==> config.mk <==
export PLATFORM = sky130hd
export DESIGN_NAME = fpga_core
export DESIGN_NICKNAME = d
export VERILOG_FILES = /design/src/source/uart_pkg.sv /design/src/source/uart_rx.sv /design/src/source/uart_tx.sv /design/src/source/uart_byte_fifo.sv /design/src/source/fpga_core.sv
export VERILOG_INCLUDE_DIRS = /design/src /design/src/source
export SDC_FILE = /design/constraint.sdc
export NUM_CORES = 1
export LEC_CHECK = 0
export BUFFER_PORTS_ARGS = -buffer_cell sky130_fd_sc_hd__clkbuf_2
export CAP_MARGIN = 40
export CORE_MARGIN = 2
export CORE_UTILIZATION = 62
export DETAILED_ROUTE_END_ITERATION = 8
export PLACE_DENSITY_LB_ADDON = 0.15
export SYNTH_ARGS = -nofsm -noshare
export SYNTH_HDL_FRONTEND = slang
export SYNTH_SLANG_ARGS = --single-unit
==> constraint.sdc <==
create_clock -name clk_125mhz -period 3.51 [get_ports clk_125mhz]
set_input_delay 0.1755 -clock clk_125mhz [delete_from_list [all_inputs] [get_ports clk_125mhz]]
set_output_delay 0.1755 -clock clk_125mhz [all_outputs]
set_load 0.005 [all_outputs]
==> src/source/uart_cfg.svh <==
// UART loopback configuration: clock, baud rate, oversampling and FIFO sizing
`ifndef UART_CFG_SVH
`define UART_CFG_SVH

// Core clock
`define CLK_FREQ_HZ 125000000

// Serial line rate, 8N1
`define UART_BAUD 115200

// Receiver samples per bit
`define UART_OVERSAMPLE 8

// Clock cycles per oversample tick, 135 at 125 MHz and 115200 baud
`define UART_PRESCALE (`CLK_FREQ_HZ / `UART_BAUD / `UART_OVERSAMPLE)

// Loopback FIFO entries, power of two
`define FIFO_DEPTH 16

// Occupancy at which cts tells the host to pause
`define FIFO_NEARLY_FULL 12

`endif

==> src/source/uart_pkg.sv <==
// UART loopback types: character, counter and occupancy widths, FSM states
package uart_pkg;

// One serial character
typedef logic [7:0] uart_byte_t;

// Clock cycles within one oversample tick
typedef logic [15:0] prescale_cnt_t;

// FIFO occupancy, one bit wider than the address to hold the full count
typedef logic [4:0] fifo_level_t;

// Receiver FSM
typedef enum logic [1:0] {
    RX_IDLE,
    RX_START,
    RX_DATA,
    RX_STOP
} rx_state_t;

// Transmitter FSM
typedef enum logic [1:0] {
    TX_IDLE,
    TX_START,
    TX_DATA,
    TX_STOP
} tx_state_t;

endpackage

==> src/source/uart_rx.sv <==
// UART receiver: 8x oversampled 8N1 with start glitch rejection and stop bit check
`timescale 1ns/100ps
`include "uart_cfg.svh"

module uart_rx import uart_pkg::*; (
    input  logic       clk_125mhz,
    input  logic       reset,
    input  logic       uart_rxd,
    output uart_byte_t rx_data,
    output logic       rx_valid,
    output logic       frame_error,
    output logic       rx_busy
);

localparam int OS_W = $clog2(`UART_OVERSAMPLE);
// Cycles from the line edge to the first START cycle
localparam int SYNC_DELAY = 3;
localparam prescale_cnt_t PRESCALE_LAST = prescale_cnt_t'(`UART_PRESCALE - 1);
localparam prescale_cnt_t PRESCALE_FIRST = prescale_cnt_t'(`UART_PRESCALE - 1 - SYNC_DELAY);
localparam logic [OS_W-1:0] OS_LAST = OS_W'(`UART_OVERSAMPLE - 1);
localparam logic [OS_W-1:0] OS_MID = OS_W'(`UART_OVERSAMPLE / 2 - 1);

logic            rxd_meta;
logic            rxd_sync;
logic            break_hold;
rx_state_t       state;
prescale_cnt_t   prescale_cnt;
logic            os_tick;
logic [OS_W-1:0] os_cnt;
logic [2:0]      bit_cnt;
uart_byte_t      shift_reg;

// Two flop synchronizer, idles high
always_ff @(posedge clk_125mhz) begin
    if (reset) begin
        rxd_meta <= 1'b1;
        rxd_sync <= 1'b1;
    end else begin
        rxd_meta <= uart_rxd;
        rxd_sync <= rxd_meta;
    end
end

// Oversample tick generator
// The first tick is early by the synchronizer delay so samples land mid-bit
always_ff @(posedge clk_125mhz) begin
    if (reset || state == RX_IDLE) begin
        prescale_cnt <= PRESCALE_FIRST;
    end else if (prescale_cnt == '0) begin
        prescale_cnt <= PRESCALE_LAST;
    end else begin
        prescale_cnt <= prescale_cnt - 1'b1;
    end
end

assign os_tick = (state != RX_IDLE) && (prescale_cnt == '0);

always_ff @(posedge clk_125mhz) begin
    if (reset) begin
        state       <= RX_IDLE;
        os_cnt      <= '0;
        bit_cnt     <= '0;
        break_hold  <= 1'b0;
        rx_valid    <= 1'b0;
        frame_error <= 1'b0;
    end else begin
        rx_valid    <= 1'b0;
        frame_error <= 1'b0;
        if (rxd_sync) begin
            break_hold <= 1'b0;
        end

        case (state)
            RX_IDLE: begin
                os_cnt  <= '0;
                bit_cnt <= '0;
                // Wait for the line to go high again after a bad frame
                if (!rxd_sync && !break_hold) begin
                    state <= RX_START;
                end
            end
            RX_START: begin
                if (os_tick) begin
                    if (os_cnt == OS_MID) begin
                        os_cnt <= '0;
                        // High at mid start bit is a glitch, not a frame
                        state  <= rxd_sync ? RX_IDLE : RX_DATA;
                    end else begin
                        os_cnt <= os_cnt + 1'b1;
                    end
                end
            end
            RX_DATA: begin
                if (os_tick) begin
                    if (os_cnt == OS_LAST) begin
                        os_cnt  <= '0;
                        bit_cnt <= bit_cnt + 1'b1;
                        if (bit_cnt == 3'd7) begin
                            state <= RX_STOP;
                        end
                    end else begin
                        os_cnt <= os_cnt + 1'b1;
                    end
                end
            end
            RX_STOP: begin
                if (os_tick) begin
                    if (os_cnt == OS_LAST) begin
                        os_cnt <= '0;
                        state  <= RX_IDLE;
                        if (rxd_sync) begin
                            rx_valid <= 1'b1;
                        end else begin
                            frame_error <= 1'b1;
                            break_hold  <= 1'b1;
                        end
                    end else begin
                        os_cnt <= os_cnt + 1'b1;
                    end
                end
            end
            default: state <= RX_IDLE;
        endcase
    end
end

// Data bits arrive LSB first
always_ff @(posedge clk_125mhz) begin
    if (state == RX_DATA && os_tick && os_cnt == OS_LAST) begin
        shift_reg <= {rxd_sync, shift_reg[7:1]};
    end
end

assign rx_data = shift_reg;
assign rx_busy = (state != RX_IDLE);

// A frame ends either good or bad, never both
assert property (@(posedge clk_125mhz) disable iff (reset) !(rx_valid && frame_error))
    else $error("uart_rx: rx_valid and frame_error high in the same cycle");

endmodule

==> src/source/uart_tx.sv <==
// UART transmitter: takes a byte from a valid/ready source and sends it 8N1
`timescale 1ns/100ps
`include "uart_cfg.svh"

module uart_tx import uart_pkg::*; (
    input  logic       clk_125mhz,
    input  logic       reset,
    input  uart_byte_t fifo_data,
    input  logic       fifo_valid,
    output logic       fifo_ready,
    input  logic       uart_rts,
    output logic       uart_txd,
    output logic       tx_busy
);

localparam int OS_W = $clog2(`UART_OVERSAMPLE);
localparam prescale_cnt_t PRESCALE_LAST = prescale_cnt_t'(`UART_PRESCALE - 1);
localparam logic [OS_W-1:0] OS_LAST = OS_W'(`UART_OVERSAMPLE - 1);

tx_state_t       state;
prescale_cnt_t   prescale_cnt;
logic [OS_W-1:0] os_cnt;
logic            bit_end;
logic            handshake;
logic [2:0]      bit_cnt;
uart_byte_t      shift_reg;

// Host holds rts high to pause, a frame in flight still completes
assign fifo_ready = (state == TX_IDLE) && !uart_rts;
assign handshake  = fifo_valid && fifo_ready;
assign tx_busy    = (state != TX_IDLE);

// Bit timer, prescale times oversample cycles per bit
always_ff @(posedge clk_125mhz) begin
    if (reset || state == TX_IDLE) begin
        prescale_cnt <= PRESCALE_LAST;
        os_cnt       <= '0;
    end else if (prescale_cnt == '0) begin
        prescale_cnt <= PRESCALE_LAST;
        os_cnt       <= (os_cnt == OS_LAST) ? '0 : os_cnt + 1'b1;
    end else begin
        prescale_cnt <= prescale_cnt - 1'b1;
    end
end

assign bit_end = (state != TX_IDLE) && (prescale_cnt == '0) && (os_cnt == OS_LAST);

always_ff @(posedge clk_125mhz) begin
    if (reset) begin
        state    <= TX_IDLE;
        bit_cnt  <= '0;
        uart_txd <= 1'b1;
    end else begin
        case (state)
            TX_IDLE: begin
                uart_txd <= 1'b1;
                bit_cnt  <= '0;
                if (handshake) begin
                    state    <= TX_START;
                    uart_txd <= 1'b0;
                end
            end
            TX_START: begin
                if (bit_end) begin
                    state    <= TX_DATA;
                    uart_txd <= shift_reg[0];
                end
            end
            TX_DATA: begin
                if (bit_end) begin
                    bit_cnt <= bit_cnt + 1'b1;
                    if (bit_cnt == 3'd7) begin
                        state    <= TX_STOP;
                        uart_txd <= 1'b1;
                    end else begin
                        uart_txd <= shift_reg[0];
                    end
                end
            end
            TX_STOP: begin
                if (bit_end) begin
                    state <= TX_IDLE;
                end
            end
            default: state <= TX_IDLE;
        endcase
    end
end

// LSB goes out first
always_ff @(posedge clk_125mhz) begin
    if (handshake) begin
        shift_reg <= fifo_data;
    end else if (bit_end && (state == TX_START || state == TX_DATA)) begin
        shift_reg <= {1'b0, shift_reg[7:1]};
    end
end

// Line rests high between frames
assert property (@(posedge clk_125mhz) disable iff (reset) (state == TX_IDLE) |-> uart_txd)
    else $error("uart_tx: uart_txd low while idle");

endmodule

==> src/source/uart_byte_fifo.sv <==
// Byte FIFO between receiver and transmitter, drops on full and flags overrun
`timescale 1ns/100ps
`include "uart_cfg.svh"

module uart_byte_fifo import uart_pkg::*; (
    input  logic       clk_125mhz,
    input  logic       reset,
    input  uart_byte_t wr_data,
    input  logic       wr_valid,
    output uart_byte_t rd_data,
    output logic       rd_valid,
    input  logic       rd_ready,
    output logic       nearly_full,
    output logic       overrun
);

localparam int ADDR_W = $clog2(`FIFO_DEPTH);
localparam fifo_level_t DEPTH_LVL = fifo_level_t'(`FIFO_DEPTH);
localparam fifo_level_t NEARLY_FULL_LVL = fifo_level_t'(`FIFO_NEARLY_FULL);

uart_byte_t        mem [`FIFO_DEPTH];
logic [ADDR_W-1:0] wr_ptr;
logic [ADDR_W-1:0] rd_ptr;
fifo_level_t       count;
fifo_level_t       count_next;
logic              push;
logic              pop;

assign rd_valid = (count != '0);
assign rd_data  = mem[rd_ptr];
assign pop      = rd_valid && rd_ready;
// Full still takes a write when a pop frees the slot in the same cycle
assign push     = wr_valid && ((count != DEPTH_LVL) || pop);

always_comb begin
    case ({push, pop})
        2'b10:   count_next = count + 1'b1;
        2'b01:   count_next = count - 1'b1;
        default: count_next = count;
    endcase
end

always_ff @(posedge clk_125mhz) begin
    if (push) begin
        mem[wr_ptr] <= wr_data;
    end
end

always_ff @(posedge clk_125mhz) begin
    if (reset) begin
        wr_ptr      <= '0;
        rd_ptr      <= '0;
        count       <= '0;
        nearly_full <= 1'b0;
        overrun     <= 1'b0;
    end else begin
        if (push) begin
            wr_ptr <= wr_ptr + 1'b1;
        end
        if (pop) begin
            rd_ptr <= rd_ptr + 1'b1;
        end
        count       <= count_next;
        nearly_full <= (count_next >= NEARLY_FULL_LVL);
        // Byte lost, receiver has no back-pressure
        overrun     <= wr_valid && !push;
    end
end

// Equal pointers mean empty unless the count says full
assert property (@(posedge clk_125mhz) disable iff (reset)
    pop |-> (rd_ptr != wr_ptr) || (count == DEPTH_LVL))
    else $error("uart_byte_fifo: pop from an empty FIFO");

assert property (@(posedge clk_125mhz) disable iff (reset) count <= DEPTH_LVL)
    else $error("uart_byte_fifo: occupancy above depth");

endmodule

==> src/source/fpga_core.sv <==
// Board core: switches to LEDs and a UART receive, FIFO, transmit loopback
`timescale 1ns/100ps

module fpga_core import uart_pkg::*; (
    // 125 MHz clock, synchronous reset
    input  logic       clk_125mhz,
    input  logic       reset,

    // GPIO
    input  logic [7:0] sw,
    output logic [7:0] led,

    // UART, 115200 8N1 with hardware flow control
    input  logic       uart_rxd,
    output logic       uart_txd,
    input  logic       uart_rts,
    output logic       uart_cts,

    // Status pulses
    output logic       uart_frame_error,
    output logic       uart_overrun_error
);

uart_byte_t rx_data;
logic       rx_valid;
uart_byte_t fifo_data;
logic       fifo_valid;
logic       fifo_ready;
logic       fifo_nearly_full;

assign led = sw;

// High asks the host to stop sending
assign uart_cts = fifo_nearly_full;

// Receive path
uart_rx uart_rx_i (
    .clk_125mhz  (clk_125mhz),
    .reset       (reset),
    .uart_rxd    (uart_rxd),
    .rx_data     (rx_data),
    .rx_valid    (rx_valid),
    .frame_error (uart_frame_error),
    .rx_busy     ()
);

// Buffer, absorbs bytes while the host holds rts
uart_byte_fifo uart_byte_fifo_i (
    .clk_125mhz  (clk_125mhz),
    .reset       (reset),
    .wr_data     (rx_data),
    .wr_valid    (rx_valid),
    .rd_data     (fifo_data),
    .rd_valid    (fifo_valid),
    .rd_ready    (fifo_ready),
    .nearly_full (fifo_nearly_full),
    .overrun     (uart_overrun_error)
);

// Echo path
uart_tx uart_tx_i (
    .clk_125mhz (clk_125mhz),
    .reset      (reset),
    .fifo_data  (fifo_data),
    .fifo_valid (fifo_valid),
    .fifo_ready (fifo_ready),
    .uart_rts   (uart_rts),
    .uart_txd   (uart_txd),
    .tx_busy    ()
);

endmodule

==> flow_metrics.tcl <==
set metrics [dict create \
    drt-pass1-iter-count 5 \
    ys_ff_latch 217 \
    clock_skew_ns 0.0122 \
    layout_common_cells "edfxtp_1 (144), nor2_1 (86), dfxtp_1 (72), mux4_2 (34), nand2_1 (30)" \
    drc 0 \
    tightest_slew_ns 0.917 \
    tns_ns 0 \
    largestRegisters "uart_byte_fifo_i.mem (128), uart_rx_i.prescale_cnt (16), uart_tx_i.prescale_cnt (16)" \
    crit_path_frequent_cell "ha_1" \
    synth-main-ff-cell "edfxtp_1" \
    diodes 0 \
    die_w_um 125 \
    final_nets 702 \
    drv_cap 0 \
    endpoint_kind "flip-flop" \
    ctsResizeCount 0 \
    slew-limit-headroom_pct 38.6 \
    ioPinCount 24 \
    leakage_nw 3.32 \
    cts_made_buffers 21 \
    worstPathArrival_ns 3.50 \
    wl_um 16800 \
    crit_path_max_fanout 9 \
    critPathTopFamily "compound AO/OA/AOI/OAI gates" \
    syn2layout_area_growth_pct 10.3 \
    hold_viol 0 \
    die-height_um 125 \
    syn_inst 647 \
    port_buffers 7 \
    largest-register "uart_byte_fifo_i.mem" \
    setup_violations 0 \
    rrSetupSlack_ns 0.41 \
    status "finished, final reports clean" \
    ys.warnings.count 0 \
    cts_hold_buf 1 \
    drive_gt1_share_pct 16.6 \
    htreeDepth 1 \
    maxSlewViolCount 0 \
    dp_hpwl_um 10900 \
    syn-num-nets 685 \
    worst-path-buf-inv 1 \
    clock-root-buffer "clkbuf_16" \
    period_needed_ns 3.10 \
    core_sq_mm 0.0144 \
    ant_nets 0 \
    cts_buffer_depth 3 \
    routedWlPerCell_um 19.4 \
    fmax_mhz 323 \
    grt_max_degree 45 \
    largest_reg_flops 128 \
    drt_iter0_drc 494 \
    grt_pass1_vias 5314 \
    cp_slowest_cell "a211oi_1" \
    layout_commonest_cell "edfxtp_1" \
    yosys.cell_types.count 48 \
    clock_sinks 217 \
    synth_area_per_cell_sq_um 13.9 \
    path_clk_slew_ns 0.06 \
    finalCoreUtilization_pct 69.2 \
    cellPowerDensity_mw_per_mm2 587 \
    grt_pass1_wl_um 27400 \
    initial_core_util_pct 62.7 \
    routabilityCongestion 0.878 \
    post_cts_buffers 0 \
    cp_data_required_time_ns 3.91 \
    track_usage_pct 22.3 \
    antenna_found_initial 0 \
    rows 44 \
    clk_latency_ns 0.50 \
    synth-async-reset-ratio_pct 0 \
    critical_path.max_stage_delay_ns 0.56 \
    vias_per_cell 5.98 \
    die_area_sq_mm 0.0155 \
    synth-seq-area-share_pct 64.2 \
    path_cells "inv_1, ha_1, nand2b_1, a211oi_1, ha_1, nor2b_1, o21ai_0, a21oi_1, a211o_1, a31oi_1" \
    fin_crit_sh_pct 88.3 \
    synth_area_sq_mm 0.00901 \
    cts_tree "done" \
    synth_edf_count 144 \
    worstSetupPathType "flip-flop to flip-flop" \
    peakVddDrop_mv 0.443 \
    rsz0062_at_grt "false" \
    grt_overflow 0 \
    cp-start-kind "flip-flop" \
    hp-class "input port to flip-flop" \
    vias 5158 \
]
[logic make-up after synthesis]
| group | Yosys count | share of synthesized area, % |
|---|---|---|
| flops | 217 | 64.2 |
| simple gates | 208 | 11.3 |
| compound gates | 56 | 4.05 |
| mux | 56 | 11.1 |
| buf+inv | 52 | 2.55 |
| xor+xnor | 32 | 3.11 |
| fa+ha+maj | 26 | 3.69 |
[final cells by class]
class / instances / area (sq um)
flip-flops and latches: 217 / 5790
fillers: 941 / 4430
multi-input cells: 378 / 3000
clock buffers: 29 / 597
well taps: 184 / 230
repair buffers: 27 / 188
clock inverters: 9 / 72.6
inverters: 19 / 71.3
[report_power, final]
part	leakage (nW)	internal, mW	switching, mW	total, mW
Clock	0.335	1.27	0.913	2.18
Sequential	1.88	2.78	0.0860	2.87
Combinational	1.10	0.382	0.409	0.791
[cell usage after synthesis, drive strengths merged, types with 10 or more instances]
master | count | area share [%]
xor2 | 10 | 0.97
xnor2 | 22 | 2.1
a21oi | 15 | 0.83
nor3 | 25 | 1.4
edfxtp | 144 | 48
dfxtp | 73 | 16
mux2 | 13 | 1.6
mux4 | 34 | 8.5
ha | 25 | 3.5
nor2 | 86 | 3.6
buf | 13 | 0.93
inv | 19 | 0.79
nand2 | 30 | 1.2
nand2b | 10 | 0.69
clkbuf | 20 | 0.83
[layer usage]
| metal | up-vias | part of all wire [%] | global-route usage, % |
|---|---|---|---|
| met4 | 0 | 1.4 | 5.16 |
| met1 | 2562 | 42 | 29.6 |
| li1 | 2431 | - | - |
| met2 | 142 | 51 | 39.0 |
| met3 | 23 | 4.9 | 3.52 |
| met5 | - | 0 | 0 |
[worst reg2reg max path, cell delays in order (launching register included)]
cell and delay (ns):
dfxtp_1 0.33, inv_1 0.12, ha_1 0.34, nand2b_1 0.21
a211oi_1 0.56, ha_1 0.38, nor2b_1 0.16, o21ai_0 0.32
a21oi_1 0.13, a211o_1 0.29, a31oi_1 0.17
[path summary, 6_finish.rpt]
check                                                               end  cells past startpoint                             from
worst max-delay path            uart_byte_fifo_i.nearly_full$_SDFF_PP0_                     10  uart_tx_i.state[0]$_SDFFE_PP0P_
worst min-delay path                    uart_tx_i.state[0]$_SDFFE_PP0P_                      6                         uart_rts
worst max register to register  uart_byte_fifo_i.nearly_full$_SDFF_PP0_                     10  uart_tx_i.state[0]$_SDFFE_PP0P_
worst min register to register            uart_rx_i.rxd_sync$_SDFF_PP1_                      1    uart_rx_i.rxd_meta$_SDFF_PP1_
[stage by stage]
| step | std cells | hold slack, ns | power (mW) | area (sq um) | worst slack (ns) |
|---|---|---|---|---|---|
| 2_1_floorplan | 647 | 0.279 | 3.53 | 9010 | 0.734 |
| 3_3_place_gp | 823 | 0.351 | 3.68 | 9250 | 0.615 |
| 3_5_place_dp | 823 | 0.351 | 3.71 | 9250 | 0.451 |
| 4_1_cts | 862 | 0.179 | 5.89 | 9930 | 0.417 |
| 5_1_grt | 863 | 0.298 | 6.08 | 9940 | 0.0895 |
| 6_report | 863 | 0.204 | 5.84 | 9940 | 0.410 |
(Power assumes the default switching activity.)
